### src/rtl/zynq_shell_pkg.sv
package zynq_shell_pkg;

   // the GP1 port drops the top two bits of the PS physical address
   localparam int PS_ADDR_W  = 30;
   // processor physical addresses and DRAM addresses share one width
   localparam int BP_ADDR_W  = 32;
   localparam int CSR_DATA_W = 32;
   localparam int CSR_IDX_W  = 5;

   typedef logic [PS_ADDR_W-1:0]  ps_addr_t;
   typedef logic [BP_ADDR_W-1:0]  bp_addr_t;
   typedef logic [CSR_DATA_W-1:0] csr_word_t;
   typedef logic [CSR_IDX_W-1:0]  csr_idx_t;

   // one free-running counter per stall event
   localparam int NUM_EVENTS = 8;
   localparam int COUNTER_W  = 64;

   typedef logic [COUNTER_W-1:0]  counter_t;
   typedef logic [NUM_EVENTS-1:0] event_vec_t;

   // each bitmap bit covers an 8 MiB slice of the 1 GiB below bit 30
   localparam int PROFILE_REGIONS = 128;
   localparam int PROFILE_IDX_W   = $clog2(PROFILE_REGIONS);
   localparam int PROFILE_LSB     = 23;
   // the bitmap is read back as this many register words
   localparam int PROFILE_WORDS   = PROFILE_REGIONS / CSR_DATA_W;

   typedef logic [PROFILE_REGIONS-1:0] profile_vec_t;

   // processor DRAM starts here, the PS side is zero based before rebasing
   localparam bp_addr_t DRAM_BP_BASE = 32'h8000_0000;
   // size of the DRAM block that the PS hands out to the shell
   localparam bp_addr_t DRAM_LIMIT   = 32'(241 * 1024 * 1024);

   // write side register map
   localparam csr_idx_t CSR_WR_RUN       = 5'd0;
   localparam csr_idx_t CSR_WR_DRAM_BASE = 5'd1;

   // read side register map, the bitmap words come lowest word first
   localparam csr_idx_t CSR_RD_PROFILE0  = 5'd0;
   localparam csr_idx_t CSR_RD_STATUS    = 5'd4;
   // counter k has its low half at 5+2k and its high half at 6+2k
   localparam csr_idx_t CSR_RD_COUNTER0  = 5'd5;

endpackage

### src/rtl/shell_csr.sv
module shell_csr
   import zynq_shell_pkg::*;
   (
    input  logic                         aclk_i
   ,input  logic                         rst_n_i

   ,input  logic                         csr_wr_v_i
   ,input  csr_idx_t                     csr_wr_idx_i
   ,input  csr_word_t                    csr_wr_data_i

   ,input  logic                         csr_rd_v_i
   ,input  csr_idx_t                     csr_rd_idx_i
   ,output logic                         csr_rd_v_o
   ,output csr_word_t                    csr_rd_data_o

   ,input  profile_vec_t                 profile_i
   ,input  logic                         over_limit_i
   ,input  counter_t [NUM_EVENTS-1:0]    counters_i

   ,output logic                         core_reset_o
   ,output bp_addr_t                     dram_base_o
   );

   logic      run_r;
   bp_addr_t  dram_base_r;
   csr_word_t rd_word;
   csr_idx_t  prof_off;
   csr_idx_t  cnt_off;

   // control registers, the PS may write them at any cycle
   always_ff @(posedge aclk_i or negedge rst_n_i)
   begin
      if (!rst_n_i)
      begin
         run_r       <= 1'b0;
         dram_base_r <= '0;
      end
      else if (csr_wr_v_i)
      begin
         // only bit 0 of the run word is meaningful
         if (csr_wr_idx_i == CSR_WR_RUN)
            run_r <= csr_wr_data_i[0];
         if (csr_wr_idx_i == CSR_WR_DRAM_BASE)
            dram_base_r <= csr_wr_data_i;
      end
   end

   // the core stays in reset until software sets the run bit
   assign core_reset_o = ~run_r;
   assign dram_base_o  = dram_base_r;

   // offsets of the read index within the bitmap and counter windows
   assign prof_off = csr_rd_idx_i - CSR_RD_PROFILE0;
   assign cnt_off  = csr_rd_idx_i - CSR_RD_COUNTER0;

   // status read multiplexer, unmapped indices return zero
   always_comb
   begin
      rd_word = '0;
      if (csr_rd_idx_i < CSR_RD_PROFILE0 + PROFILE_WORDS)
         rd_word = profile_i[prof_off * CSR_DATA_W +: CSR_DATA_W];
      else if (csr_rd_idx_i == CSR_RD_STATUS)
         rd_word = {{(CSR_DATA_W-1){1'b0}}, over_limit_i};
      else if ((csr_rd_idx_i >= CSR_RD_COUNTER0)
               && (csr_rd_idx_i < CSR_RD_COUNTER0 + 2 * NUM_EVENTS))
         // the odd offset picks the upper half of the counter
         rd_word = counters_i[cnt_off >> 1][cnt_off[0] * CSR_DATA_W +: CSR_DATA_W];
   end

   // the answer leaves one cycle after the strobe and shows the state at that edge
   always_ff @(posedge aclk_i or negedge rst_n_i)
   begin
      if (!rst_n_i)
      begin
         csr_rd_v_o    <= 1'b0;
         csr_rd_data_o <= '0;
      end
      else
      begin
         csr_rd_v_o <= csr_rd_v_i;
         if (csr_rd_v_i)
            csr_rd_data_o <= rd_word;
      end
   end

endmodule

### src/rtl/addr_map.sv
module addr_map
   import zynq_shell_pkg::*;
   (
    input  logic     aclk_i
   ,input  logic     rst_n_i

   // inbound requests from the PS window
   ,input  logic     ps_req_v_i
   ,input  ps_addr_t ps_req_addr_i
   ,output logic     bp_req_v_o
   ,output bp_addr_t bp_req_addr_o

   // outbound DRAM requests from the core side
   ,input  logic     dram_req_v_i
   ,input  logic     dram_req_we_i
   ,input  bp_addr_t dram_req_addr_i
   ,input  bp_addr_t dram_base_i
   ,output logic     axi_req_v_o
   ,output logic     axi_req_we_o
   ,output bp_addr_t axi_req_addr_o
   );

   bp_addr_t bp_addr_translated;
   bp_addr_t axi_addr_rebased;

   // window translation of the GP1 port
   // port 0x0000_0000 to 0x0FFF_FFFF lands on processor 0x8000_0000 and up
   // port 0x2000_0000 to 0x2FFF_FFFF lands on processor 0x0000_0000 and up
   assign bp_addr_translated = {~ps_req_addr_i[29], 3'b000, ps_req_addr_i[27:0]};

   // strip the processor DRAM base and move into the block the PS allocated
   // the sum wraps at 32 bits
   assign axi_addr_rebased = (dram_req_addr_i ^ DRAM_BP_BASE) + dram_base_i;

   // inbound stage, one request in flight, a new one may follow every cycle
   always_ff @(posedge aclk_i or negedge rst_n_i)
   begin
      if (!rst_n_i)
      begin
         bp_req_v_o    <= 1'b0;
         bp_req_addr_o <= '0;
      end
      else
      begin
         bp_req_v_o <= ps_req_v_i;
         // the address only moves with a valid request
         if (ps_req_v_i)
            bp_req_addr_o <= bp_addr_translated;
      end
   end

   // outbound stage, the base is the one held at the request edge
   always_ff @(posedge aclk_i or negedge rst_n_i)
   begin
      if (!rst_n_i)
      begin
         axi_req_v_o    <= 1'b0;
         axi_req_we_o   <= 1'b0;
         axi_req_addr_o <= '0;
      end
      else
      begin
         axi_req_v_o <= dram_req_v_i;
         if (dram_req_v_i)
         begin
            axi_req_we_o   <= dram_req_we_i;
            axi_req_addr_o <= axi_addr_rebased;
         end
      end
   end

endmodule

### src/rtl/dram_profiler.sv
module dram_profiler
   import zynq_shell_pkg::*;
   (
    input  logic         aclk_i
   ,input  logic         rst_n_i

   ,input  logic         core_reset_i

   ,input  logic         dram_req_v_i
   ,input  bp_addr_t     dram_req_addr_i

   ,output profile_vec_t profile_o
   ,output logic         over_limit_o
   );

   profile_vec_t                   profile_r;
   logic                           over_limit_r;
   logic [PROFILE_IDX_W-1:0]       region_idx;
   logic                           beyond_limit;

   // region index comes from the raw processor address, bits 29 down to 23
   assign region_idx = dram_req_addr_i[PROFILE_LSB +: PROFILE_IDX_W];

   // offset into processor DRAM compared against the allocated size
   assign beyond_limit = (dram_req_addr_i ^ DRAM_BP_BASE) >= DRAM_LIMIT;

   // both records are sticky until the core is put back into reset
   always_ff @(posedge aclk_i or negedge rst_n_i)
   begin
      if (!rst_n_i)
      begin
         profile_r    <= '0;
         over_limit_r <= 1'b0;
      end
      else if (core_reset_i)
      begin
         // a fresh run starts with a clean map
         profile_r    <= '0;
         over_limit_r <= 1'b0;
      end
      else if (dram_req_v_i)
      begin
         profile_r[region_idx] <= 1'b1;
         if (beyond_limit)
            over_limit_r <= 1'b1;
      end
   end

   assign profile_o    = profile_r;
   assign over_limit_o = over_limit_r;

endmodule

### src/rtl/stall_counters.sv
module stall_counters
   import zynq_shell_pkg::*;
   (
    input  logic                      aclk_i
   ,input  logic                      rst_n_i

   // the counters follow the life of the core
   ,input  logic                      core_reset_i
   // nothing counts while the core is frozen
   ,input  logic                      freeze_i

   ,input  event_vec_t                event_i

   ,output counter_t [NUM_EVENTS-1:0] counters_o
   );

   counter_t [NUM_EVENTS-1:0] count_r;
   logic                      count_en;

   // core reset has priority in the register below, so freeze alone gates counting
   assign count_en = ~freeze_i;

   // one counter per event line, all counters share the same enable rules
   always_ff @(posedge aclk_i or negedge rst_n_i)
   begin
      if (!rst_n_i)
      begin
         count_r <= '0;
      end
      else if (core_reset_i)
      begin
         // cleared synchronously on every core reset cycle
         count_r <= '0;
      end
      else
      begin
         for (int k = 0; k < NUM_EVENTS; k++)
         begin
            // 64 bits never wrap in practice, the sum still wraps cleanly
            if (count_en && event_i[k])
               count_r[k] <= count_r[k] + counter_t'(1);
         end
      end
   end

   assign counters_o = count_r;

endmodule

### src/rtl/zynq_bp_shell.sv
module zynq_bp_shell
   import zynq_shell_pkg::*;
   (
    input  logic       aclk_i
   ,input  logic       rst_n_i

   // register bus from the PS
   ,input  logic       csr_wr_v_i
   ,input  csr_idx_t   csr_wr_idx_i
   ,input  csr_word_t  csr_wr_data_i
   ,input  logic       csr_rd_v_i
   ,input  csr_idx_t   csr_rd_idx_i
   ,output logic       csr_rd_v_o
   ,output csr_word_t  csr_rd_data_o

   // PS reads and writes into the processor address space
   ,input  logic       ps_req_v_i
   ,input  ps_addr_t   ps_req_addr_i
   ,output logic       bp_req_v_o
   ,output bp_addr_t   bp_req_addr_o

   // processor DRAM requests towards the PS memory port
   ,input  logic       dram_req_v_i
   ,input  logic       dram_req_we_i
   ,input  bp_addr_t   dram_req_addr_i
   ,output logic       axi_req_v_o
   ,output logic       axi_req_we_o
   ,output bp_addr_t   axi_req_addr_o

   // stall events sampled from the core
   ,input  event_vec_t event_i
   ,input  logic       freeze_i

   ,output logic       core_reset_o
   );

   bp_addr_t                  dram_base_lo;
   profile_vec_t              profile_lo;
   logic                      over_limit_lo;
   counter_t [NUM_EVENTS-1:0] counters_lo;

   // register bank, owns the run bit that drives the core reset
   shell_csr u_csr
      (.aclk_i       (aclk_i)
      ,.rst_n_i      (rst_n_i)
      ,.csr_wr_v_i   (csr_wr_v_i)
      ,.csr_wr_idx_i (csr_wr_idx_i)
      ,.csr_wr_data_i(csr_wr_data_i)
      ,.csr_rd_v_i   (csr_rd_v_i)
      ,.csr_rd_idx_i (csr_rd_idx_i)
      ,.csr_rd_v_o   (csr_rd_v_o)
      ,.csr_rd_data_o(csr_rd_data_o)
      ,.profile_i    (profile_lo)
      ,.over_limit_i (over_limit_lo)
      ,.counters_i   (counters_lo)
      ,.core_reset_o (core_reset_o)
      ,.dram_base_o  (dram_base_lo)
      );

   // inbound translation and outbound rebasing
   addr_map u_addr_map
      (.aclk_i         (aclk_i)
      ,.rst_n_i        (rst_n_i)
      ,.ps_req_v_i     (ps_req_v_i)
      ,.ps_req_addr_i  (ps_req_addr_i)
      ,.bp_req_v_o     (bp_req_v_o)
      ,.bp_req_addr_o  (bp_req_addr_o)
      ,.dram_req_v_i   (dram_req_v_i)
      ,.dram_req_we_i  (dram_req_we_i)
      ,.dram_req_addr_i(dram_req_addr_i)
      ,.dram_base_i    (dram_base_lo)
      ,.axi_req_v_o    (axi_req_v_o)
      ,.axi_req_we_o   (axi_req_we_o)
      ,.axi_req_addr_o (axi_req_addr_o)
      );

   // watches the raw processor addresses, before rebasing
   dram_profiler u_profiler
      (.aclk_i         (aclk_i)
      ,.rst_n_i        (rst_n_i)
      ,.core_reset_i   (core_reset_o)
      ,.dram_req_v_i   (dram_req_v_i)
      ,.dram_req_addr_i(dram_req_addr_i)
      ,.profile_o      (profile_lo)
      ,.over_limit_o   (over_limit_lo)
      );

   stall_counters u_counters
      (.aclk_i      (aclk_i)
      ,.rst_n_i     (rst_n_i)
      ,.core_reset_i(core_reset_o)
      ,.freeze_i    (freeze_i)
      ,.event_i     (event_i)
      ,.counters_o  (counters_lo)
      );

endmodule

### config.mk
export PLATFORM = sky130hd
export DESIGN_NAME = zynq_bp_shell
export DESIGN_NICKNAME = d
export VERILOG_FILES = /design/src/rtl/zynq_shell_pkg.sv /design/src/rtl/shell_csr.sv /design/src/rtl/addr_map.sv /design/src/rtl/dram_profiler.sv /design/src/rtl/stall_counters.sv /design/src/rtl/zynq_bp_shell.sv
export SDC_FILE = /design/constraint.sdc
export NUM_CORES = 2
export LEC_CHECK = 0
export BUFFER_PORTS_ARGS = -buffer_cell sky130_fd_sc_hd__buf_2
export CAP_MARGIN = 25
export CELL_PAD_IN_SITES_DETAIL_PLACEMENT = 0
export CELL_PAD_IN_SITES_GLOBAL_PLACEMENT = 2
export CORE_MARGIN = 8
export CORE_UTILIZATION = 41
export CTS_BUF_LIST = sky130_fd_sc_hd__clkbuf_4
export DETAILED_ROUTE_END_ITERATION = 12
export PLACE_DENSITY = 0.83
export SKIP_LAST_GASP = 1
export SLEW_MARGIN = 30
export SYNTH_ARGS = -nofsm -noshare
export SYNTH_HDL_FRONTEND = slang
export SYNTH_SLANG_ARGS = --single-unit
### constraint.sdc
create_clock -name aclk_i -period 3.5 [get_ports aclk_i]
set_input_delay 0.35 -clock aclk_i [delete_from_list [all_inputs] [get_ports aclk_i]]
set_output_delay 0.35 -clock aclk_i [all_outputs]
set_load 0.01 [all_outputs]
==> metrics.csv <==
metric;value;unit
P_leak;21.1;nW
Synth area leaders;dfrtp_1 46%, nor2_1 6.0%, xor2_1 5.7%;
area leader, netlist;dfrtp_1;
worst hold path type;in2reg;
Syn Inst Count;4499;
Top Ports;221;
unrepaired setup endpoints after global routing;no;
GPL Wtd Cong;0.917;
Reg-to-Reg Start;u_csr.dram_base_o[11];
Post-synth EDFFs;0;
largest net degree at the start of global routing;169;
number of max-cap violations;0;
maximum vdd drop;0.326;mV
TritonCTS Buffers;214;
count leader, synth;dfrtp_1;
HP Start;dram_req_addr_i[11];
reg2reg end;u_addr_map.axi_req_addr_o[13];
CTS tree;built;
fin crit share;0.949;
antenna violations before repair;7;
grt ovf;0;
Worst-path clk slew;0.07;ns
Finished Cell Area;50500;um2
area fraction of the dominant cell type after synthesis;0.464;
IO Port Bufs;216;
clock power share;0.379;
Post-DP Area;45100;um2
Clk Latency, worst-skew pair;1.16;ns
NetSw;6.85;mW
Final Skew;0.105;ns
full die area;112000;um2
Pint;14.8;mW
fmax;301;MHz
CP Capture Type;register;
detailed-route wire length per cell;21.9;um
Period minus WS final;3.32;ns
Final #Nets;5299;
Worst-Margin Slew;0.943;ns
WL final;146000;um
Initial Util;0.414;
hold depth;8;
CP max FO;7;
most instantiated cells after synthesis;771 x dfrtp_1, 668 x nor2_1, 550 x nand2_1;
wire length of the first global-routing pass;225000;um
Critical Path RT;4.51;ns
DRT antenna net count;0;
Vias;36858;
Worst EP arrival;4.34;ns
Syn Area/Cell;9.23;um2
reg2reg path depth;10;
num rows;116;
combinational cell fraction of total power;0.183;
Syn. warnings;0;
register share of total power;0.438;
Critical Path Start Type;register;
CTS sink count;771;
core region area;100000;um2
Max-slew headroom;0.369;
layout cells sized above 1;0.169;
Die Ht;334;um
top_reg_cell synth;dfrtp_1;
drt drc;0;
final setup violation count;0;
post-CTS setup buffers;0;
Initial DRC Count;2917;
Sw Ratio;0.316;
DRT Pass-1 Iters;6;
critical path class;reg2reg;
Mapped Area;41500;um2
reg2reg setup slack;0.18;ns
P&R area growth vs syn;21.6;%
vias in the first global route;36674;
Synth cell types;72;
Vias/cell;5.54;
hold path endpoint;u_addr_map.axi_req_addr_o[12];
pwr dens;428;nW/um2
die span in x;334;um
hpwl dp;101000;um
Yosys reg bits;771;
Final Slew Violations;0;
CTS max path bufs;3;
final hold slack;0.141;ns
Root Driver;clkbuf_4;
TNS Setup;0;ns
sequential area share after synthesis;0.464;
Async SR Flop Fraction;1.00;
Final Hold Fails;0;
gr usage total;0.257;
H-tree depth;4;
status;completed;
FILL cells;9444;
==> critical path: stages (launching register included) <==
cell	delay [ns]
dfrtp_1	0.39
ha_1	0.40
and4_1	0.27
nand2_1	0.07
o31ai_1	0.72
buf_4	0.25
o21a_1	0.11
nor2_1	0.04
dlygate4sd3_1	0.57
xnor2_1	0.13
mux2_2	0.26
==> worst max-delay path by stage <==
| stage | from | to | slack (ns) |
|---|---|---|---|
| floorplan | csr_rd_idx_i[1] | u_csr.csr_rd_data_o[30] | 0.22 |
| global placement | csr_rd_idx_i[1] | u_csr.csr_rd_data_o[4] | 0.30 |
| detailed placement | csr_rd_idx_i[1] | u_csr.csr_rd_data_o[29] | 0.24 |
| CTS | u_csr.dram_base_o[13] | u_addr_map.axi_req_addr_o[21] | 0.03 |
| global route | u_csr.dram_base_o[0] | u_addr_map.axi_req_addr_o[16] | 0.03 |
| finish | u_csr.dram_base_o[11] | u_addr_map.axi_req_addr_o[13] | 0.18 |
==> state kept, by name, indices dropped and copies added (netlist names) <==
name and flops:
u_csr.dram_base_o 32, u_csr.csr_rd_data_o 32, u_addr_map.bp_req_addr_o 29, u_addr_map.bp_req_v_o 1, u_profiler.profile_o 128, u_addr_map.axi_req_addr_o 32, u_addr_map.axi_req_v_o 1, u_csr.csr_rd_v_o 1
u_addr_map.axi_req_we_o 1, u_profiler.over_limit_o 1, u_csr.run_r 1, u_counters.counters_o 512
==> per-stage QoR <==
| step | utilization | setup slack, ns | power (mW) | cells |
|---|---|---|---|---|
| 2_1_floorplan | - | 0.218 | 11.5 | 4501 |
| 3_3_place_gp | 0.450 | 0.299 | 13.1 | 6003 |
| 3_5_place_dp | 0.450 | 0.244 | 13.1 | 6003 |
| 4_1_cts | 0.503 | 0.0293 | 21.9 | 6642 |
| 5_1_grt | 0.504 | 0.0297 | 22.7 | 6652 |
| 6_report | 0.504 | 0.177 | 21.6 | 6655 |
==> kinds of logic after synthesis <==
logic type	count (synthesis)	synth area share
simple gates	2152	0.248
flops	771	0.464
compound gates	565	0.0841
xor+xnor	453	0.0955
buf+inv	305	0.0290
mux	209	0.0660
fa+ha+maj	43	0.0131
other cells	1	0.0000903
==> cells in the final DEF, fill, tap and decap left out, drive strengths merged, types with 54 or more instances in the layout <==
cell type / Yosys / routed
mux2: 80 / 80
clkbuf: 205 / 308
or3: 66 / 66
nor3: 108 / 108
and4: 67 / 67
and2: 54 / 54
dfrtp: 771 / 771
xnor2: 185 / 185
mux2i: 85 / 85
inv: 63 / 70
dlygate4sd3: 0 / 272
and3: 96 / 96
nand4: 122 / 122
o21ai: 88 / 88
a21oi: 248 / 248
nor2: 668 / 668
nand2: 550 / 550
nor4: 61 / 61
buf: 37 / 388
nand3: 277 / 277
xor2: 268 / 268
==> power by group through the flow <==
stage | combinational, mW | sequential, mW | clock, mW
2_1_floorplan | 1.83 | 9.67 | 0
3_3_place_gp | 3.51 | 9.62 | 0
3_5_place_dp | 3.52 | 9.62 | 0
4_1_cts | 3.92 | 9.46 | 8.47
5_1_grt | 4.26 | 9.50 | 8.95
6_report | 3.96 | 9.48 | 8.21
==> metal layers <==
layer,part of all wire,GRT usage,up-vias
li1,-,-,17113
met1,0.44,0.354,18267
met2,0.45,0.400,1203
met3,0.071,0.0535,275
met4,0.034,0.0946,0
met5,0,0,-
==> area by class of cell <==
type / count / area (um2) / share of cell area
tap: 1357 / 1700 / 0.0336
multi-input combinational: 3425 / 21100 / 0.419
clock buffer: 308 / 2310 / 0.0458
clock inverter: 57 / 312 / 0.00617
timing repair buffer: 661 / 5490 / 0.109
inverter: 63 / 244 / 0.00483
antenna: 13 / 32.5 / 0.000644
sequential: 771 / 19300 / 0.382
==> repair_timing <==
item	in CTS	in global routing
endpoints found under the hold margin	1121	0
endpoints found under the setup margin	0	3
hold buffers	274	0
gates resized for setup	0	1
Power figures use the tool's default switching activity.
